**config.mk**
```make
export PLATFORM = sky130hd
export DESIGN_NAME = l2_tlb_write_port
export DESIGN_NICKNAME = d
export VERILOG_FILES = /design/src/common/rab_cfg_pkg.sv /design/src/design/l2_tlb_write_port.sv
export SDC_FILE = /design/constraint.sdc
export NUM_CORES = 1
export LEC_CHECK = 0
export ABC_AREA = 1
export BUFFER_PORTS_ARGS = -buffer_cell sky130_fd_sc_hd__buf_2
export CORE_UTILIZATION = 44
export DETAILED_ROUTE_END_ITERATION = 12
export GPL_ROUTABILITY_DRIVEN = 0
export PLACE_DENSITY = 0.7
export SLEW_MARGIN = 10
export SYNTH_ARGS = -nofsm -noshare
export SYNTH_HDL_FRONTEND = slang
export SYNTH_SLANG_ARGS = --single-unit
export TNS_END_PERCENT = 30
```
**constraint.sdc**
```tcl
create_clock -name s_axi_aclk -period 1.3 [get_ports s_axi_aclk]
set_clock_uncertainty 0.1 [all_clocks]
set_input_delay 0.13 -clock s_axi_aclk [delete_from_list [all_inputs] [get_ports s_axi_aclk]]
set_output_delay 0.13 -clock s_axi_aclk [all_outputs]
set_load 0.1 [all_outputs]
```
**src/common/rab_cfg_pkg.sv**
```systemverilog
`default_nettype none

package rab_cfg_pkg;

   // **************************************************
   // widths and address map
   // **************************************************

   // register words are exactly one bus word
   localparam int data_width = 32;
   localparam int strb_width = data_width / 8;

   // every window (config regs, each tlb port) spans this many bytes
   localparam logic [data_width-1:0] region_size = 32'h0000_8000;

   // word index into the bank, taken from addr[2] upward
   localparam int reg_idx_width = 8;

   // **************************************************
   // types
   // **************************************************

   typedef enum logic [1:0] {
      resp_okay   = 2'b00,
      resp_slverr = 2'b10
   } axi_resp_t;

   typedef enum logic [2:0] {
      wr_idle,
      wr_have_addr,   // aw taken, waiting on w
      wr_have_data,   // w taken, waiting on aw
      wr_update,      // one-cycle write pulse
      wr_resp         // bvalid held until bready
   } wr_state_t;

   // one accepted write, broadcast to all consumers
   typedef struct packed {
      logic                  valid;
      logic [data_width-1:0] addr;
      logic [data_width-1:0] data;
      logic [strb_width-1:0] strb;
   } cfg_write_t;

   typedef struct packed {
      logic [data_width-1:0] addr;
   } cfg_read_t;

   // l2 tlb write, addr is a word address within the port window
   typedef struct packed {
      logic                  wren;
      logic [data_width-1:0] addr;
      logic [data_width-1:0] data;
   } tlb_write_t;

endpackage

`default_nettype wire

```
**src/design/l2_tlb_write_port.sv**
```systemverilog
`timescale 1ns/1ps
`default_nettype none

module l2_tlb_write_port #(
   parameter int n_ports = 4
)
(
   input  wire logic                                s_axi_aclk,
   input  wire logic                                s_axi_aresetn,
   input  wire rab_cfg_pkg::cfg_write_t             wr,
   output rab_cfg_pkg::tlb_write_t [n_ports-1:0]    tlb_wr
);

   // **************************************************
   // one window per port, above the config region
   // **************************************************

   for (genvar j = 0; j < n_ports; j++)
   begin : g_port
      localparam logic [rab_cfg_pkg::data_width-1:0] win_base =
         (j + 1) * rab_cfg_pkg::region_size;
      localparam logic [rab_cfg_pkg::data_width-1:0] win_end =
         (j + 2) * rab_cfg_pkg::region_size;

      rab_cfg_pkg::tlb_write_t               port_q;
      logic [rab_cfg_pkg::data_width-1:0]    offset;
      logic                                  hit;

      assign offset = wr.addr - win_base;
      assign hit    = wr.valid && (wr.addr >= win_base) && (wr.addr < win_end);

      always_ff @(posedge s_axi_aclk or negedge s_axi_aresetn)
      begin
         if (!s_axi_aresetn)
            port_q <= '0;
         else
         begin
            port_q.wren <= hit;   // one cycle per accepted write
            if (hit)
            begin
               port_q.addr <= {2'b00, offset[rab_cfg_pkg::data_width-1:2]};
               for (int b = 0; b < rab_cfg_pkg::strb_width; b++)
               begin
                  if (wr.strb[b])
                     port_q.data[b*8 +: 8] <= wr.data[b*8 +: 8];
               end
            end
         end
      end

      assign tlb_wr[j] = port_q;
   end

endmodule

`default_nettype wire

```
==> metrics.md, run 1 <==
| Metric | Value |
|---|---|
| Detailed-route DRC error count | `0` |
| Failing checks | `hold timing, setup timing` |
| Routed wire length | `44800 µm` |
| Final setup viols | `448` |
| Adder-cell share of the synthesized area | `0.0122` |
| Setup crit end kind | `register` |
| Register area share after synthesis | `0.558` |
| Slew Limit Fails | `0` |
| Final Total Pwr | `0.0166 W` |
| RSZ-0062 raised after global routing | `true` |
| Flip-flop count of the largest register after layout | `252` |
| Tightest Hold Check Type | `primary input to asynchronous set/reset pin` |
| CTS H-Tree Depth | `1` |
| Top cells by area, synth | `dfrtp_1, nand2_1, inv_1, nand4_1, o21ai_1` |
| Setup total negative slack | `-28.71 ns` |
| Yosys top cell by area | `dfrtp_1` |
| CP required | `1.60 ns` |
| CTS tree | `yes` |
| Remaining Overflow, GRT | `0` |
| Initial Utilization | `0.449` |
| Fin Hold WS | `-0.0141 ns` |
| Number of flops mapped to enable cells by yosys | `0` |
| Synth Warn # | `0` |
| Row count | `58` |
| Drt wl/cell | `20.1 µm` |
| FF+latch count, synth | `252` |
| Initial antenna violation count | `3` |
| Max VDD drop | `836 µV` |
| CP Class | `primary input to register` |
| Clk slew on worst S/H paths | `0.06 ns` |
| Fin crit period | `1.52 ns` |
| Most frequent cells after synthesis | `nand2_1, dfrtp_1, inv_1` |
| Global-route wire length before repair | `64200 µm` |
| Compound-cell area share of the yosys netlist | `0.0309` |
| Critical Path AT | `1.82 ns` |
| Slowest cell delay on critical path | `0.18 ns` |
| Maxcap violations | `0` |
| Routed via count | `11870` |
| Initial DRC Count | `1015` |
| Status | `finished with violations` |
| Fin worst setup slack | `-0.218 ns` |
| Critical path cell sequence | `buf_2 > buf_4 > nor2_4 > nand2_1 > nor2_2 > nand3_2 > nor2_4 > buf_4 > nand2_4 > buf_12 > o21ai_1 > inv_1` |
| CP bufs+invs | `5` |
| Die area | `26300 µm²` |
| Root Buffer | `clkbuf_16` |
| Most common flop cell mapped by yosys | `dfrtp_1` |
| Largest family of logic cells by synthesized area | `simple AND/OR/NAND/NOR gates` |
| DRT antenna net count | `0` |
| Die width | `162 µm` |
| Nets | `1954` |
| Lkg Pwr | `10.6 nW` |
| Number of CTS-inserted buffers | `28` |
| Tcrit/Tclk final | `1.17` |
| Post-synthesis xor/xnor area fraction | `0.00697` |
| Crit-path max FO | `26` |
| Clk Latency, worst-skew pair | `0.53 ns` |
| CTS sink count | `252` |
| Post-synth cell types | `29` |
| CP startpoint kind | `primary input` |
| Io pins | `331` |
| DR pass1 iterations | `5` |
| Core Area | `25200 µm²` |
| Critical-path cell with the highest stage delay | `buf_12` |
| Vias in the first global route | `11853` |
| Layout cell share with drive strength beyond 1 | `0.335` |
| Avg Cell Area, Syn | `8.39 µm²` |
| Async set or reset register ratio after synthesis | `1.00` |
| Area Overhead vs Synth | `79.3%` |
| Post-synthesis simple-gate area fraction | `0.272` |
| Pwr Density | `819 nW/µm²` |
| Most frequent cell after synthesis | `nand2_1` |
| CP delay by family, top | `simple AND/OR/NAND/NOR gates` |
| Post-synthesis mux area share | `0` |
| Largest net degree at the start of global routing | `46` |
| Max Freq | `659 MHz` |
| Synth top area share | `0.558` |
| Vias per cell | `5.34` |
| Die Span Y | `162 µm` |
| Post-Synthesis Cell Area | `11300 µm²` |
| All-Layer GR Usage | `0.315` |
| Dpl hpwl | `27700 µm` |
| Buffers on Ports | `322` |
| Gate Count Post-Synth | `1347` |
| Maximum clock path buffer count | `3` |
| Final hold violations | `4` |
[layout make-up]
type,instances,area (µm²)
Timing Repair Buffer,559,7760
Sequential cell,252,6320
Inverter,250,948
Multi-Input combinational cell,781,3950
Fill cell,1304,4910
Tap cell,330,413
Clock buffer,41,821
Antenna cell,3,7.51
Clock inverter,8,46.3
[path summary, 6_finish.rpt]
kind                                to  cells after the start  slack [ns]           from
setup / recovery           tlb_wr[100]                     12       -0.22         wr[54]
min in group s_axi_aclk    tlb_wr[249]                      5        0.05         wr[53]
setup reg to reg            tlb_wr[87]                      6        0.18     tlb_wr[87]
hold / removal              tlb_wr[67]                      2       -0.01  s_axi_aresetn
max in group asynchronous   tlb_wr[89]                      3        0.52  s_axi_aresetn
hold reg to reg             tlb_wr[58]                      2        0.43     tlb_wr[58]
[cell usage in the layout, fill, tap and decap left out, types with 5 or more instances in the layout]
| master | count |
|---|---|
| nand2_2 | 17 |
| dfrtp_2 | 11 |
| nor2_4 | 7 |
| o21ai_0 | 19 |
| nand4_1 | 129 |
| ha_1 | 6 |
| dfrtp_1 | 241 |
| o21ai_2 | 6 |
| nand3_2 | 8 |
| nor2_2 | 8 |
| dlygate4sd3_1 | 57 |
| buf_6 | 9 |
| nand3_4 | 11 |
| buf_12 | 271 |
| clkinv_2 | 7 |
| buf_2 | 68 |
| nand2_1 | 457 |
| clkbuf_8 | 5 |
| nor2_1 | 27 |
| buf_8 | 6 |
| conb_1 | 8 |
| ha_2 | 5 |
| buf_4 | 141 |
| clkbuf_1 | 7 |
| nand3_1 | 10 |
| o21ai_1 | 35 |
| clkbuf_16 | 36 |
| inv_1 | 243 |
[where the power goes]
group / internal, W / switching [W]
Clock: 0.00435 / 0.00324
Combinational: 0.000420 / 0.000749
Sequential: 0.00785 / 0.00000403
Total: 0.0126 / 0.00399
[repair_timing]
action | 4_1_cts | 5_1_grt
pin swaps | 5 | 11
hold buffers | 57 | 0
endpoints found under the setup margin | 375 | 499
resized for setup | 69 | 68
gates cloned | 0 | 7
hold endpoints to repair | 441 | 0
buffers inserted | 21 | 32
[through the flow]
step                hold slack, ns  setup WS (ns)  cell area [µm²]  instances   util
finish                     -0.0141         -0.218            20300       2224  0.805
global route                0.0145         -0.339            20300       2224  0.805
CTS                        0.00358         -0.123            19600       2182  0.778
detailed placement         -0.0264         -0.681            17700       2055  0.705
global placement           -0.0380         -0.618            17700       2055  0.705
floorplan                   -0.266         -0.243            11400       1354      -
[cells by family (layout without fill, tap and decap cells)]
family	after synthesis	after routing
AND/OR/NAND/NOR	689	689
buffers and inverters	321	858
flip-flops	252	252
AO/OA/AOI/OAI	64	64
adder cells (fa/ha/maj)	11	11
XOR/XNOR	9	9
other	1	11
[per-layer routing]
layer  global-route usage  routed length, µm  vias up
met2                0.538              22200      715
li1                     -                  -     5199
met3               0.0623               3530      205
met5                    0                  0        -
met1                0.371              16200     5751
met4                0.177               2860        0
[worst reg2reg max path: stages, from the launching register on]
cell	delay (ns)
dfrtp_2	0.44
buf_4	0.15
buf_4	0.12
inv_1	0.07
nand2_1	0.06
nand2_1	0.05
inv_1	0.03
Power figures use the tool's default switching activity.
==> run 2, diff against run 1 <==
--- a/config.mk
+++ b/config.mk
@@ -6,7 +6,7 @@
 export NUM_CORES = 1
 export LEC_CHECK = 0
 export ABC_AREA = 1
-export BUFFER_PORTS_ARGS = -buffer_cell sky130_fd_sc_hd__buf_2
+export BUFFER_PORTS_ARGS = -buffer_cell sky130_fd_sc_hd__clkbuf_2
 export CORE_UTILIZATION = 44
 export DETAILED_ROUTE_END_ITERATION = 12
 export GPL_ROUTABILITY_DRIVEN = 0
==> metrics.md, run 2 (same netlist as run 1, synthesis figures left out) <==
| Metric | Value |
|---|---|
| Area Overhead vs Synth | `88.9%` |
| RSZ-0062 raised after global routing | `true` |
| Max VDD drop | `960 µV (+15%)` |
| CP startpoint kind | `primary input` |
| Dpl hpwl | `28000 µm (+0.87%)` |
| Clk Latency, worst-skew pair | `0.52 ns (about the same)` |
| Tcrit/Tclk final | `1.15 (-0.0182)` |
| Maximum clock path buffer count | `3 (unchanged)` |
| Initial antenna violation count | `3 (unchanged)` |
| Area of placed instances | `18000 µm² (+1.2%)` |
| Critical Path AT | `1.80 ns (-0.02 ns)` |
| Post-route cell area | `21300 µm² (+5.3%)` |
| CTS H-Tree Depth | `1 (unchanged)` |
| Drt wl/cell | `22.2 µm (+10%)` |
| Crit-path max FO | `21 (-19%)` |
| Routed wire length | `49700 µm (+11%)` |
| Die width | `162 µm (unchanged)` |
| DR pass1 iterations | `8 (+3)` |
| GR Layer Usage met1 | `0.378 (+0.00685)` |
| Failing checks | `setup timing` |
| GR peak layer | `met2` |
| Vias per cell | `5.50 (+3.0%)` |
| Remaining Overflow, GRT | `0 (unchanged)` |
| Io pins | `331 (unchanged)` |
| Vias in the first global route | `11902 (+0.41%)` |
| Fin worst setup slack | `-0.195 ns (+0.0237 ns)` |
| Tightest Pin Transition | `0.592 ns` |
| Tightest Hold Check Type | `primary input to register` |
| Rel. slew slack | `0.605` |
| Layout cell share with drive strength beyond 1 | `0.408 (+0.0733)` |
| Met2 usage | `0.555 (+0.0169)` |
| Count of filler cells inserted in the layout | `1103 (-15%)` |
| Max Freq | `669 MHz (+1.6%)` |
| Sequential cell area | `6310 µm² (about the same)` |
| Largest net degree at the start of global routing | `46 (unchanged)` |
| M3 GR Usage | `0.0564 (-0.00587)` |
| Row count | `58 (unchanged)` |
| Final setup viols | `467 (+4.2%)` |
| Setup crit end kind | `register` |
| Placed cell count | `2057 (+0.097%)` |
| Root Buffer | `clkbuf_16` |
| CTS tree | `yes` |
| Clk slew on worst S/H paths | `0.07 ns (about the same)` |
| Buffers on Ports | `322 (unchanged)` |
| Final hold violations | `0 (-4)` |
| Final cell count without fillers | `2236 (+0.54%)` |
| Detailed-route DRC error count | `0 (unchanged)` |
| Status | `finished with violations` |
| CP Class | `primary input to register` |
| CP required | `1.61 ns (about the same)` |
| Fin crit period | `1.49 ns (-0.0237 ns)` |
| Slew Limit Fails | `0 (unchanged)` |
| CTS sink count | `252 (unchanged)` |
| Lkg Pwr | `11.0 nW (+3.3%)` |
| Initial DRC Count | `1015 (unchanged)` |
| Commonest non-fill, non-tap cell in the layout | `nand2_1` |
| Flip-flop count of the largest register after layout | `252 (unchanged)` |
| DRT antenna net count | `0 (unchanged)` |
| Global-route wire length before repair | `64800 µm (+0.96%)` |
| Area of the multi-input gates | `4570 µm² (+16%)` |
| All-Layer GR Usage | `0.318 (+0.00259)` |
| Maxcap violations | `0 (unchanged)` |
| Initial Utilization | `0.449 (unchanged)` |
| Pwr Density | `774 nW/µm² (-5.5%)` |
| Commonest non-fill, non-tap cells in the layout | `nand2_1, buf_12, dfrtp_1` |
| Die area | `26300 µm² (unchanged)` |
| Core Area | `25200 µm² (unchanged)` |
| Setup total negative slack | `-32.16 ns (-3.45 ns)` |
| Nets | `1969 (+0.77%)` |
| Die Span Y | `162 µm (unchanged)` |
| Pre-CTS setup slack | `-0.749 ns (-0.0673 ns)` |
| Number of CTS-inserted buffers | `26 (-7.1%)` |
| Routed via count | `12290 (+3.5%)` |
==> run 2: cell types whose count changed in the layout (fill, tap and decap cells not counted), sizes merged <==
cell         delta
diode           -1
clkbuf         +74
dlygate4sd3     -3
clkinv          -5
buf            -53
==> run 2: final cells by class <==
type                       count  share of cell area
antenna                        2            0.000234
clock inverter                 3            0.000879
tap                          330              0.0193
clock buffer                  42              0.0380
timing repair buffer         576               0.387
sequential                   252               0.296
multi-input combinational    781               0.214
inverter                     250              0.0447
==> run 2: path summary, 6_finish.rpt <==
check,startpoint,endpoint,slack (ns),cells after the start
hold / removal,wr[54],tlb_wr[123],0.05,5
setup reg to reg,tlb_wr[221],tlb_wr[221],0.26,4
hold reg to reg,tlb_wr[138],tlb_wr[138],0.44,2
min in group asynchronous,s_axi_aresetn,tlb_wr[77],0.49,3
max in group asynchronous,s_axi_aresetn,tlb_wr[173],0.03,4
setup / recovery,wr[53],tlb_wr[165],-0.19,11
==> run 2: layer usage <==
| metal | up-vias | wire (µm) |
|---|---|---|
| met5 | - | 13 |
| met4 | 2 | 3380 |
| met3 | 268 | 3880 |
| met2 | 790 | 24800 |
| met1 | 6000 | 17600 |
| li1 | 5230 | - |
==> run 2: what timing repair did <==
action                     4_1_cts  5_1_grt
setup buffers                   36       23
hold buffers                    54        0
setup endpoints to repair      421      563
hold endpoints to repair       442        0
resized for setup               49      252
cloned                           3       17
pin swaps                       14       81
==> run 2: report_power, final <==
part	switching, W	internal (W)	total [W]
clock	0.00318	0.00424	0.00743
combinational	0.000805	0.000443	0.00125
sequential	0.00000413	0.00784	0.00785
total	0.00399	0.0125	0.0165
==> run 2: critical path, cell delays in order <==
cell,delay (ns)
buf_8,0.10
clkinvlp_4,0.16
buf_4,0.15
nand2_1,0.08
nor2_4,0.15
nand2_2,0.10
nor2_4,0.23
buf_12,0.14
nand2_8,0.07
clkbuf_16,0.20
o21ai_2,0.28
==> run 2: metrics by stage <==
| stage | hold slack [ns] | total power (W) | utilization |
|---|---|---|---|
| 5_1_grt | 0.0804 | 0.0169 | 0.848 |
| 4_1_cts | 0.00852 | 0.0164 | 0.791 |
| 3_5_place_dp | -0.0851 | 0.00892 | 0.713 |
| 6_report | 0.0472 | 0.0165 | 0.848 |
| 3_3_place_gp | -0.0849 | 0.00890 | 0.713 |
| 2_1_floorplan | -0.266 | 0.00834 | - |
