`config.mk`:
```
export PLATFORM = sky130hd
export DESIGN_NAME = axi_lite_slave
export DESIGN_NICKNAME = d
export VERILOG_FILES = /design/src/common/rab_cfg_pkg.sv /design/src/axi_lite_slave/axi_lite_slave.sv
export SDC_FILE = /design/constraint.sdc
export NUM_CORES = 1
export LEC_CHECK = 0
export BUFFER_PORTS_ARGS = -buffer_cell sky130_fd_sc_hd__buf_2
export CELL_PAD_IN_SITES_DETAIL_PLACEMENT = 1
export CELL_PAD_IN_SITES_GLOBAL_PLACEMENT = 2
export CORE_MARGIN = 1.5
export CORE_UTILIZATION = 25
export DETAILED_ROUTE_END_ITERATION = 8
export PLACE_DENSITY_LB_ADDON = 0.3
export SKIP_LAST_GASP = 1
export SLEW_MARGIN = 20
export SYNTH_ARGS = -nofsm -noshare
export SYNTH_HDL_FRONTEND = slang
export SYNTH_SLANG_ARGS = --single-unit
```
`constraint.sdc`:
```
create_clock -name s_axi_aclk -period 1.61 [get_ports s_axi_aclk]
set_input_delay 0.322 -clock s_axi_aclk [delete_from_list [all_inputs] [get_ports s_axi_aclk]]
set_output_delay 0.322 -clock s_axi_aclk [all_outputs]
set_load 0.005 [all_outputs]
```
`src/common/rab_cfg_pkg.sv`:
```
`default_nettype none

package rab_cfg_pkg;

   // **************************************************
   // widths and address map
   // **************************************************

   // register words are exactly one bus word
   localparam int data_width = 32;
   localparam int strb_width = data_width / 8;

   // every window (config regs, each tlb port) spans this many bytes
   localparam logic [data_width-1:0] region_size = 32'h0000_8000;

   // word index into the bank, taken from addr[2] upward
   localparam int reg_idx_width = 8;

   // **************************************************
   // types
   // **************************************************

   typedef enum logic [1:0] {
      resp_okay   = 2'b00,
      resp_slverr = 2'b10
   } axi_resp_t;

   typedef enum logic [2:0] {
      wr_idle,
      wr_have_addr,   // aw taken, waiting on w
      wr_have_data,   // w taken, waiting on aw
      wr_update,      // one-cycle write pulse
      wr_resp         // bvalid held until bready
   } wr_state_t;

   // one accepted write, broadcast to all consumers
   typedef struct packed {
      logic                  valid;
      logic [data_width-1:0] addr;
      logic [data_width-1:0] data;
      logic [strb_width-1:0] strb;
   } cfg_write_t;

   typedef struct packed {
      logic [data_width-1:0] addr;
   } cfg_read_t;

   // l2 tlb write, addr is a word address within the port window
   typedef struct packed {
      logic                  wren;
      logic [data_width-1:0] addr;
      logic [data_width-1:0] data;
   } tlb_write_t;

endpackage

`default_nettype wire

```
`src/axi_lite_slave/axi_lite_slave.sv`:
```
`timescale 1ns/1ps
`default_nettype none

module axi_lite_slave
(
   input  wire logic                                   s_axi_aclk,
   input  wire logic                                   s_axi_aresetn,
   input  wire logic [rab_cfg_pkg::data_width-1:0]     s_axi_awaddr,
   input  wire logic                                   s_axi_awvalid,
   output logic                                        s_axi_awready,
   input  wire logic [rab_cfg_pkg::data_width-1:0]     s_axi_wdata,
   input  wire logic [rab_cfg_pkg::strb_width-1:0]     s_axi_wstrb,
   input  wire logic                                   s_axi_wvalid,
   output logic                                        s_axi_wready,
   output rab_cfg_pkg::axi_resp_t                      s_axi_bresp,
   output logic                                        s_axi_bvalid,
   input  wire logic                                   s_axi_bready,
   input  wire logic [rab_cfg_pkg::data_width-1:0]     s_axi_araddr,
   input  wire logic                                   s_axi_arvalid,
   output logic                                        s_axi_arready,
   output logic [rab_cfg_pkg::data_width-1:0]          s_axi_rdata,
   output rab_cfg_pkg::axi_resp_t                      s_axi_rresp,
   output logic                                        s_axi_rvalid,
   input  wire logic                                   s_axi_rready,
   input  wire logic [rab_cfg_pkg::data_width-1:0]     rdata,
   output rab_cfg_pkg::cfg_write_t                     wr,
   output rab_cfg_pkg::cfg_read_t                      rd
);

   rab_cfg_pkg::wr_state_t state_q;
   rab_cfg_pkg::wr_state_t state_d;

   logic [rab_cfg_pkg::data_width-1:0] waddr_q;
   logic [rab_cfg_pkg::data_width-1:0] wdata_q;
   logic [rab_cfg_pkg::strb_width-1:0] wstrb_q;

   logic aw_hs;
   logic w_hs;
   logic ar_hs;

   // **************************************************
   // write channels
   // **************************************************

   assign s_axi_awready = (state_q == rab_cfg_pkg::wr_idle) ||
                          (state_q == rab_cfg_pkg::wr_have_data);
   assign s_axi_wready  = (state_q == rab_cfg_pkg::wr_idle) ||
                          (state_q == rab_cfg_pkg::wr_have_addr);
   assign s_axi_bvalid  = (state_q == rab_cfg_pkg::wr_update) ||
                          (state_q == rab_cfg_pkg::wr_resp);
   assign s_axi_bresp   = rab_cfg_pkg::resp_okay;

   assign aw_hs = s_axi_awvalid && s_axi_awready;
   assign w_hs  = s_axi_wvalid && s_axi_wready;

   always_comb
   begin
      state_d = state_q;
      unique case (state_q)
         rab_cfg_pkg::wr_idle:
         begin
            if (aw_hs && w_hs)
               state_d = rab_cfg_pkg::wr_update;
            else if (aw_hs)
               state_d = rab_cfg_pkg::wr_have_addr;
            else if (w_hs)
               state_d = rab_cfg_pkg::wr_have_data;
         end
         rab_cfg_pkg::wr_have_addr:
            if (w_hs) state_d = rab_cfg_pkg::wr_update;
         rab_cfg_pkg::wr_have_data:
            if (aw_hs) state_d = rab_cfg_pkg::wr_update;
         rab_cfg_pkg::wr_update:   // bresp may complete in the pulse cycle
            state_d = s_axi_bready ? rab_cfg_pkg::wr_idle : rab_cfg_pkg::wr_resp;
         rab_cfg_pkg::wr_resp:
            if (s_axi_bready) state_d = rab_cfg_pkg::wr_idle;
         default:
            state_d = rab_cfg_pkg::wr_idle;
      endcase
   end

   always_ff @(posedge s_axi_aclk or negedge s_axi_aresetn)
   begin
      if (!s_axi_aresetn)
      begin
         state_q <= rab_cfg_pkg::wr_idle;
         waddr_q <= '0;
         wdata_q <= '0;
         wstrb_q <= '0;
      end
      else
      begin
         state_q <= state_d;
         if (aw_hs)
            waddr_q <= s_axi_awaddr;
         if (w_hs)
         begin
            wdata_q <= s_axi_wdata;
            wstrb_q <= s_axi_wstrb;
         end
      end
   end

   // single pulse to bank and tlb ports
   assign wr.valid = (state_q == rab_cfg_pkg::wr_update);
   assign wr.addr  = waddr_q;
   assign wr.data  = wdata_q;
   assign wr.strb  = wstrb_q;

   // **************************************************
   // read channels
   // **************************************************

   assign s_axi_arready = !s_axi_rvalid;   // one read in flight
   assign s_axi_rresp   = rab_cfg_pkg::resp_okay;
   assign ar_hs         = s_axi_arvalid && s_axi_arready;

   // bank decodes the live address so rdata can be captured on the ar edge
   assign rd.addr = s_axi_araddr;

   always_ff @(posedge s_axi_aclk or negedge s_axi_aresetn)
   begin
      if (!s_axi_aresetn)
      begin
         s_axi_rvalid <= 1'b0;
         s_axi_rdata  <= '0;
      end
      else if (ar_hs)
      begin
         s_axi_rvalid <= 1'b1;
         s_axi_rdata  <= rdata;
      end
      else if (s_axi_rready)
         s_axi_rvalid <= 1'b0;   // data held until then
   end

endmodule

`default_nettype wire

```
==> impl_results.md, run 1 <==
- Synthesized instance count: 271
- Worst EP required: around 1300 ps
- Final Slew Violations: 0
- CP max stage cell: dfrtp_2
- FMAX: 611 MHz
- Clk slew on worst S/H paths: approximately 60 ps
- GRT Total Usage: 0.116
- Gr ovfl total: 0
- ANT nets after route: 0
- Core Area: about 17000 sq um
- DR vias: about 2.8k
- Cell family with most CP delay: simple AND/OR/NAND/NOR gates
- Nets: 597
- Setup Viol. Count Final: 1
- ANT cells: 0
- Clk Latency, worst-skew pair: 340 ps
- Switching power: 2.83 mW
- TritonRoute pass-1 iters: 4
- Max Cap Viol: 0
- Fill count: around 1.8k
- Count of cell types in the netlist: 19
- Avg WL per Cell: about 15 um
- Crit start category: flip-flop
- Type of the worst setup path: reg -> out
- Final cell utilization of the core: 0.339
- I/O Buffers: ~210
- Area delta synth->final: 32.5%
- Hold/Removal Path Class: in -> reg
- Worst-path maximum fanout: 2
- Largest net degree at the start of global routing: 57
- Syn. warnings: 0
- Final Critical Period: 1640 ps
- H-tree levels: 3
- Commonest non-fill, non-tap cell in the layout: buf_2
- Num CTS Buffers: 9
- Share of layout cells above drive strength 1: 0.730
- Post-synth top flop: dfrtp_1
- Fin worst setup slack: -27.1 ps
- Internal: 6.85 mW
- Syn Area/Cell: roughly 16 sq um
- Die X: 134 um
- Vias in the first global route: a little over 3k
- Clock power frac: 0.215
- Met1 Resource Use GR: 0.131
- M3 GR Usage: 0.0358
- First-pass GRT wire length: approximately 16 mm
- Global Route met2 Usage: 0.195
- Ports: approximately 280
- Yosys reg bits: around 100
- Failing checks: setup timing
- Max Buffers Root-to-Sink: 2
- Most frequent cells in the layout: 211 x buf_2, 101 x dfrtp_1, 95 x mux2_2, 9 x clkbuf_16
- Drt total wl: roughly 10 mm
- Hold Vio Cnt, Final: 0
- Clock Sinks: 104
- Clock Tree Root: clkbuf_16
- Gr busiest metal: met2
- CTS tree: yes
- CP cell instances: or3b_4 > nand2_2 > buf_2
- Critical path's largest stage delay: approximately 410 ps
- RSZ-0062 raised after global routing: true
- Status: finished with violations
- Buf/Inv on CP: 1
- Ratio of final minimum period to clock period: 1.02
- Seq/Total Area, Yosys: 0.611
- HPWL after DPL: approximately 7.5 mm
- Setup Skew: roughly 4.7 ps
- IR drop worst, VDD: just under 0.6 mV
- DRC Markers: 0
- Setup crit end kind: primary output
- Placed Cells: between 600 and 700
- Async S/R FF share, synth: 1.00
- Leak Pwr: roughly 2.7 nW
- Reg power frac: 0.435
- Die area: 17800 sq um
- Pwr dens: roughly 1700 nW/um^2
- Starting Density: 0.256
- Die height: around 130 um
- CP arrival: 1320 ps
- Placer Congestion: about 0.66
- Mapped Area: roughly 4300 sq um
- Sw frac: 0.292
- DRT iter0 DRCs: 66
- Non-Filler Instances: approximately 680
- Logic gate share of total power: 0.349
- Post-DR vias/cell: approximately 4
- EDFF count, synth: 0
- Site Rows: 47
- Initial antenna violation count: 0
==> metal layers <==
metal / routed length, um / up-vias
li1: - / 1263
met1: 3960 / 1384
met2: 5040 / 126
met3: 742 / 22
met4: 259 / 0
met5: 0 / -
==> cell usage after synthesis, types with 2 or more instances <==
| cell | n | share of area |
|---|---|---|
| nand2b_1 | 4 | 0.0059 |
| nor2_1 | 2 | 0.0018 |
| mux2_2 | 95 | 0.25 |
| buf_2 | 4 | 0.0047 |
| dfrtp_1 | 104 | 0.61 |
| buf_6 | 5 | 0.013 |
| mux2_1 | 5 | 0.013 |
| a21oi_1 | 3 | 0.0035 |
| inv_1 | 2 | 0.0018 |
| buf_12 | 3 | 0.014 |
| buf_4 | 36 | 0.063 |
==> worst paths after layout <==
path                                   end  cells after the start  slack (ps)          start
max reg2reg                    wdata_q[28]                      4          80     state_q[1]
max                           s_axi_bvalid                      3         -30     state_q[0]
min reg2reg                     wdata_q[9]                      1         480     wdata_q[9]
min                             state_q[2]                      2         130   s_axi_bready
max in group asynchronous       waddr_q[0]                      3         790  s_axi_aresetn
min in group asynchronous  s_axi_rdata[28]                      2         320  s_axi_aresetn
==> registers in the layout (all words and copies together) (netlist names) <==
name	flops
s_axi_rvalid	1
state_q	3
wstrb_q	4
wdata_q	32
s_axi_rdata	32
waddr_q	32
==> area by class of cell <==
cell class,count,area (sq um),area share
clock buffers,12,256,0.0455
well taps,220,275,0.0488
flip-flops and latches,104,2610,0.462
repair buffers,221,1200,0.213
inverters,2,7.51,0.00133
multi-input cells,120,1270,0.225
clock inverters,4,28.8,0.00510
==> through the flow <==
step                instance area (sq um)  setup TNS [ps]  power (mW)  hold WS [ps]  setup WS, ps
floorplan                            4270               0        6.12          26.4           199
detailed placement                   5310               0        7.67           129          91.5
global route                         5640            -131        10.4           116         -71.0
finish                               5640           -27.1        9.68           125         -27.1
CTS                                  5640           -48.7        9.92          99.1         -48.7
global placement                     5310               0        7.54           130           104
==> cells by family after synthesis <==
family                 after synthesis  share of synthesized area
AO/OA/AOI/OAI                        4                    0.00529
buffers and inverters               50                     0.0972
flip-flops                         104                      0.611
multiplexers                       100                      0.264
other                                1                   0.000880
AND/OR/NAND/NOR                     12                     0.0212
==> what timing repair did <==
action / in CTS / in global routing
gates cloned: 0 / 0
hold endpoints to repair: 46 / 0
gates resized for setup: 5 / 1
setup buffers: 3 / 0
hold buffers: 1 / 0
pin swaps: 1 / 0
endpoints found under the setup margin: 2 / 2
==> power by group through the flow <==
stage | logic, mW | registers [mW] | clock network [mW]
2_1_floorplan | 1.73 | 4.39 | 0
3_3_place_gp | 3.26 | 4.27 | 0
3_5_place_dp | 3.34 | 4.33 | 0
4_1_cts | 3.46 | 4.24 | 2.21
5_1_grt | 3.68 | 4.39 | 2.32
6_report | 3.38 | 4.21 | 2.08
(Power assumes the default switching activity.)
==> inputs of run 2 (changes only) <==
--- a/config.mk
+++ b/config.mk
@@ -12,6 +12,7 @@
 export CORE_UTILIZATION = 25
 export DETAILED_ROUTE_END_ITERATION = 8
 export PLACE_DENSITY_LB_ADDON = 0.3
+export SKIP_CTS_REPAIR_TIMING = 1
 export SKIP_LAST_GASP = 1
 export SLEW_MARGIN = 20
 export SYNTH_ARGS = -nofsm -noshare
==> impl_results.md, run 2 (synthesis results as in run 1) <==
- Setup Skew: 5.32 ps (was 4.75 ps)
- Nets: 599 (was 597)
- CP arrival: 1350 ps (was 1320 ps)
- Status: finished with violations (unchanged)
- Largest net degree at the start of global routing: 57 (unchanged)
- Reg2Reg Capture Point: waddr_q[12] (was wdata_q[28])
- Setup TNS: -187 ps (was -27.1 ps)
- R2R depth: 5 (was 4)
- Drt total wl: 9.98 mm (was 10.0 mm)
- ANT cells: 0 (unchanged)
- Die X: 134 um (unchanged)
- Share of layout cells above drive strength 1: 0.731 (was 0.730)
- ANT nets after route: 0 (unchanged)
- I/O Buffers: 212 (unchanged)
- Hold path depth: 2 (unchanged)
- TritonRoute pass-1 iters: 4 (unchanged)
- Clk slew on worst S/H paths: 60 ps (about the same)
- Critical path's largest stage delay: 440 ps (was 410 ps)
- Failing checks: setup timing (unchanged)
- Max Cap Viol: 0 (unchanged)
- Pwr dens: 1710 nW/um^2 (was 1720 nW/um^2)
- Placer Congestion: 0.659 (unchanged)
- Cell family with most CP delay: simple AND/OR/NAND/NOR gates (unchanged)
- HPWL after DPL: 7.47 mm (unchanged)
- DR vias: 2802 (was 2795)
- CP max stage cell: dfrtp_2 (unchanged)
- CP cell instances: or3b_4 > nand2_2 > buf_2 (unchanged)
- R2r setup slk: -10 ps (was 80 ps)
- Dpl cell area: 5310 sq um (unchanged)
- Clk Latency, worst-skew pair: 340 ps (about the same)
- Die area: 17800 sq um (unchanged)
- Ratio of final minimum period to clock period: 1.04 (was 1.02)
- Num CTS Buffers: 9 (unchanged)
- Final Critical Period: 1670 ps (was 1640 ps)
- First-pass GRT wire length: 15.9 mm (was 16.1 mm)
- FMAX: 597 MHz (was 611 MHz)
- Regs by FF count: s_axi_rdata x32, waddr_q x32, wdata_q x32 (unchanged)
- Worst-path maximum fanout: 7 (was 2)
- DRC Markers: 0 (unchanged)
- Crit start category: flip-flop (unchanged)
- Design area: 5650 sq um (was 5640 sq um)
- Core Area: 16600 sq um (unchanged)
- Fin worst setup slack: -64.3 ps (was -27.1 ps)
- Site Rows: 47 (unchanged)
- Hold path startpoint: s_axi_bready (unchanged)
- Register Area: 2610 sq um (unchanged)
- Avg WL per Cell: 14.6 um (about the same)
- WHS Endpoint: state_q[2] (unchanged)
- Setup Viol. Count Final: 18 (was 1)
- Most frequent cells in the layout: 211 x buf_2, 101 x dfrtp_1, 95 x mux2_2, 9 x clkbuf_16, 6 x buf_4 (was 211 x buf_2, 101 x dfrtp_1, 95 x mux2_2, 9 x clkbuf_16)
- Area delta synth->final: 32.7% (was 32.5%)
- Commonest non-fill, non-tap cell in the layout: buf_2 (unchanged)
- Area of the multi-input gates: 1270 sq um (unchanged)
- Die height: 134 um (unchanged)
- Final Slew Violations: 0 (unchanged)
- Max Buffers Root-to-Sink: 2 (unchanged)
- Ports: 281 (unchanged)
- Fill count: 1836 (was 1835)
- Buf/Inv on CP: 1 (unchanged)
- Worst r2r src: state_q[0] (was state_q[1])
- DRT iter0 DRCs: 62 (was 66)
- Clock Tree Root: clkbuf_16 (unchanged)
- Type of the worst setup path: reg -> out (unchanged)
- Gr ovfl total: 0 (unchanged)
- IR drop worst, VDD: 0.564 mV (was 0.588 mV)
- Hold Vio Cnt, Final: 0 (unchanged)
- Setup crit end kind: primary output (unchanged)
- H-tree levels: 3 (unchanged)
- Clock Sinks: 104 (unchanged)
- Vias in the first global route: 3025 (was 3050)
- Leak Pwr: 2.71 nW (was 2.70 nW)
- RSZ-0062 raised after global routing: true (unchanged)
- GRT Total Usage: 0.115 (was 0.116)
- Starting Density: 0.256 (unchanged)
- Initial antenna violation count: 0 (unchanged)
- Post-DR vias/cell: 4.09 (about the same)
- CTS tree: yes (unchanged)
- Hold/Removal Path Class: in -> reg (unchanged)
- Worst EP required: 1290 ps (about the same)
## run 2: routing by layer
layer	part of all wire	global-route usage	up-vias
met5	0	0	-
met4	0.026	0.0610	0
met3	0.074	0.0358	22
met2	0.50	0.195	126
met1	0.40	0.130	1387
li1	-	-	1267
## run 2: worst max-delay path by stage
stage,slack [ps],cells past startpoint,end,startpoint
2_1_floorplan,200,4,waddr_q[0],state_q[2]
3_3_place_gp,100,3,s_axi_bvalid,state_q[2]
3_5_place_dp,90,3,s_axi_bvalid,state_q[2]
4_1_cts,-290,3,s_axi_bvalid,state_q[2]
5_1_grt,-120,3,s_axi_bvalid,state_q[1]
6_report,-60,3,s_axi_bvalid,state_q[1]
## run 2: worst reg2reg max path, cell delays in order, from the launching register on
cell     delay (ps)
dfrtp_2         440
buf_4           140
buf_4           130
nor3b_4         200
buf_12          230
mux2_2          380
## run 2: layout make-up
cell class / instances / share of cell area
flip-flops and latches: 104 / 0.461
inverters: 2 / 0.00133
well taps: 220 / 0.0487
clock inverters: 4 / 0.00509
multi-input cells: 120 / 0.224
repair buffers: 223 / 0.214
clock buffers: 12 / 0.0454
## run 2: through the flow
step | utilization | instances | total power, mW | hold WS [ps] | setup WS (ps)
final | 0.340 | 685 | 9.69 | 126 | -64.3
after global routing | 0.340 | 685 | 10.4 | 116 | -120
after CTS | 0.336 | 679 | 9.84 | -252 | -294
after detailed placement | 0.319 | 663 | 7.67 | 129 | 91.5
after global placement | 0.319 | 663 | 7.54 | 130 | 104
after floorplan | - | 274 | 6.12 | 26.4 | 199
## run 2: power breakdown
group | switching [mW] | internal (mW)
Combinational | 1.34 | 2.02
Sequential | 0.528 | 3.72
Clock | 0.948 | 1.13
Total | 2.82 | 6.87
==> inputs of run 3 (changes only) <==
--- a/config.mk
+++ b/config.mk
@@ -5,11 +5,13 @@
 export SDC_FILE = /design/constraint.sdc
 export NUM_CORES = 1
 export LEC_CHECK = 0
+export ABC_AREA = 1
 export BUFFER_PORTS_ARGS = -buffer_cell sky130_fd_sc_hd__buf_2
 export CELL_PAD_IN_SITES_DETAIL_PLACEMENT = 1
 export CELL_PAD_IN_SITES_GLOBAL_PLACEMENT = 2
 export CORE_MARGIN = 1.5
-export CORE_UTILIZATION = 25
+export CORE_UTILIZATION = 24
+export CTS_BUF_LIST = sky130_fd_sc_hd__clkbuf_16
 export DETAILED_ROUTE_END_ITERATION = 8
 export PLACE_DENSITY_LB_ADDON = 0.3
 export SKIP_CTS_REPAIR_TIMING = 1
==> constraint.sdc (replaced) <==
create_clock -name s_axi_aclk -period 1.61 [get_ports s_axi_aclk]
set_input_delay 0.322 -clock s_axi_aclk [delete_from_list [all_inputs] [get_ports s_axi_aclk]]
set_output_delay 0.322 -clock s_axi_aclk [all_outputs]
set_load 0.1 [all_outputs]
==> impl_results.md, run 3 <==
- Die area: 19900 sq um (was 17800 sq um)
- Worst r2r src: state_q[0] (unchanged)
- GRT Total Usage: 0.135 (was 0.115)
- Max Cap Viol: 0 (unchanged)
- Post-synth top flop: dfrtp_1 (unchanged)
- Syn. warnings: 0 (unchanged)
- Ratio of final minimum period to clock period: 1.02 (was 1.04)
- Slew Limit Headroom: 0.657
- Final cell utilization of the core: 0.335 (was 0.340)
- Crit start category: flip-flop (unchanged)
- HPWL after DPL: 9.85 mm (was 7.47 mm)
- Clock Tree Root: clkbuf_16 (unchanged)
- Worst-path maximum fanout: 4 (was 7)
- Max Buffers Root-to-Sink: 2 (unchanged)
- Fill count: 2169 (was 1836)
- DR vias: 3719 (was 2802)
- Post-DR vias/cell: 4.27 (was 4.09)
- Drt total wl: 13.7 mm (was 9.98 mm)
- Hold/Removal Path Class: in -> reg (unchanged)
- Share of layout cells above drive strength 1: 0.517 (was 0.731)
- Critical path's largest stage delay: 440 ps (about the same)
- R2R depth: 7 (was 5)
- Status: finished with violations (unchanged)
- Top cells by count, synth: 149 x nand2_1, 104 x dfrtp_1, 47 x nand3_1 (was 104 x dfrtp_1, 95 x mux2_2, 36 x buf_4)
- Core Area: 18700 sq um (was 16600 sq um)
- Nets: 770 (was 599)
- DRC Markers: 0 (unchanged)
- Avg WL per Cell: 15.7 um (was 14.6 um)
- Starting Density: 0.245 (was 0.256)
- Num CTS Buffers: 9 (unchanged)
- Syn Area/Cell: 10.4 sq um (was 15.7 sq um)
- Clk slew on worst S/H paths: 70 ps (was 60 ps)
- Yosys reg bits: 104 (unchanged)
- Fin worst setup slack: -33.8 ps (was -64.3 ps)
- CP max stage cell: dfrtp_2 (unchanged)
- Type of the worst setup path: reg -> out (unchanged)
- Slew @ Worst Pin: a little over 500 ps
- CP arrival: 1320 ps (was 1350 ps)
- I/O Buffers: 212 (unchanged)
- Reg2Reg Capture Point: waddr_q[26] (was waddr_q[12])
- Final Slew Violations: 0 (unchanged)
- Synthesized instance count: 438 (was 271)
- Vias in the first global route: 3993 (was 3025)
- Hold path depth: 2 (unchanged)
- Gr ovfl total: 0 (unchanged)
- FMAX: 608 MHz (was 597 MHz)
- ANT cells: 0 (unchanged)
- Worst hold slack: 133 ps (was 126 ps)
- Ports: 281 (unchanged)
- Placer Congestion: 0.737 (was 0.659)
- TritonRoute pass-1 iters: 4 (unchanged)
- DRT iter0 DRCs: 56 (was 62)
- Cell family with most CP delay: flip-flops (was simple AND/OR/NAND/NOR gates)
- Die height: 141 um (was 134 um)
- Seq/Total Area, Yosys: 0.569 (was 0.611)
- Final Critical Period: 1640 ps (was 1670 ps)
- Setup crit end kind: primary output (unchanged)
- Setup Skew: 6.96 ps (was 5.32 ps)
- Failing checks: setup timing (unchanged)
- WHS Endpoint: state_q[2] (unchanged)
- Async S/R FF share, synth: 1.00 (unchanged)
- First-pass GRT wire length: 21.1 mm (was 15.9 mm)
- Hold path startpoint: s_axi_bready (unchanged)
- Initial antenna violation count: 0 (unchanged)
- Top cells by area, synth: dfrtp_1 57%, nand2_1 12%, mux2_2 7.9% (was dfrtp_1 61%, mux2_2 25%, buf_4 6.3%)
- Clock Sinks: 104 (unchanged)
- Site Rows: 50 (was 47)
- Area delta synth->final: 36.7% (was 32.7%)
- Most common cell in the netlist: nand2_1 (was dfrtp_1)
- Buf/Inv on CP: 1 (unchanged)
- CP cell instances: nor2_4 > nand2_2 > nand2_4 > buf_12 (was or3b_4 > nand2_2 > buf_2)
- H-tree levels: 3 (unchanged)
- Die X: 141 um (was 134 um)
- Regs by FF count: s_axi_rdata x32, waddr_q x32, wdata_q x32 (unchanged)
- ANT nets after route: 0 (unchanged)
- RSZ-0062 raised after global routing: true (unchanged)
- Setup Viol. Count Final: 3 (was 18)
- Largest net degree at the start of global routing: 40 (was 57)
- Area leader, netlist: dfrtp_1 (unchanged)
- Most frequent cells in the layout: 206 x buf_2, 147 x nand2_1, 101 x dfrtp_1, 46 x nand3_1, 32 x mux2_2 (was 211 x buf_2, 101 x dfrtp_1, 95 x mux2_2, 9 x clkbuf_16, 6 x buf_4)
- Clk Latency, worst-skew pair: 340 ps (about the same)
- Mapped Area: 4580 sq um (was 4260 sq um)
- CTS tree: yes (unchanged)
- Commonest non-fill, non-tap cell in the layout: buf_2 (unchanged)
- Worst EP required: 1290 ps (about the same)
- Count of cell types in the netlist: 21 (was 19)
- Top cell type's share of synthesized area: 0.569 (was 0.611)
- EDFF count, synth: 0 (unchanged)
- Hold Vio Cnt, Final: 0 (unchanged)
- R2r setup slk: 160 ps (was -10 ps)
run 3: changes by cell type after synthesis, sizes merged, moves of 2 or more:
| cell | change |
|---|---|
| nand2b | -4 |
| a21oi | -2 |
| clkbuf | +5 |
| buf | +8 |
| nand3 | +77 |
| nand2 | +150 |
| nor3b | -2 |
| inv | +4 |
| mux2 | -68 |
run 3: worst max path at each step:
stage / startpoint / end / slack [ps] / cells after the start
after floorplan: s_axi_rvalid / s_axi_rdata[10] / -40 / 4
after global placement: state_q[1] / wdata_q[31] / 150 / 6
after detailed placement: state_q[1] / wdata_q[5] / 80 / 6
after CTS: state_q[1] / s_axi_wready / -200 / 4
after global routing: state_q[0] / s_axi_bvalid / -110 / 4
final: state_q[0] / s_axi_wready / -30 / 4
run 3: logic make-up (layout without fill, tap and decap cells):
logic type	count (synthesis)	count (layout)	share of synthesized area
AO/OA/AOI/OAI	2	2	0.00218
buffers and inverters	67	262	0.102
flip-flops	104	104	0.569
multiplexers	32	32	0.0787
other	1	4	0.000819
AND/OR/NAND/NOR	232	232	0.248
run 3: routing by layer:
metal,GRT usage,up-vias,routed length [um]
met2,0.237,140,7030
met5,0,-,0
met4,0.0450,0,198
li1,-,1757,-
met3,0.0448,22,945
met1,0.153,1800,5490
run 3: worst reg2reg max path, cell delays in order (launching register included):
cell and delay, ps:
dfrtp_2 440, nor2_4 190, buf_12 150, buf_4 120
nand2_1 40, buf_4 240, nand2_1 100, nand2_1 60
run 3: layout make-up:
| class | instances | area, sq um | area share |
|---|---|---|---|
| timing repair buffer | 240 | 1450 | 0.232 |
| multi-input combinational | 270 | 1560 | 0.250 |
| inverter | 6 | 30.0 | 0.00480 |
| clock buffer | 9 | 225 | 0.0360 |
| tap | 234 | 293 | 0.0468 |
| clock inverter | 7 | 88.8 | 0.0142 |
| sequential | 104 | 2610 | 0.417 |
run 3: metrics by stage:
step           setup WS (ps)  setup TNS, ps  cells  cell area [sq um]
2_1_floorplan          -40.8          -1120    441               4600
3_3_place_gp             147              0    841               5760
3_5_place_dp            83.8              0    841               5760
4_1_cts                 -202           -517    857               6070
5_1_grt                 -108           -302    870               6260
6_report               -33.8          -61.6    870               6260
Power of run 3 is not shown: default switching activity piles up to over one toggle a cycle in this logic, so the estimate is an artifact.
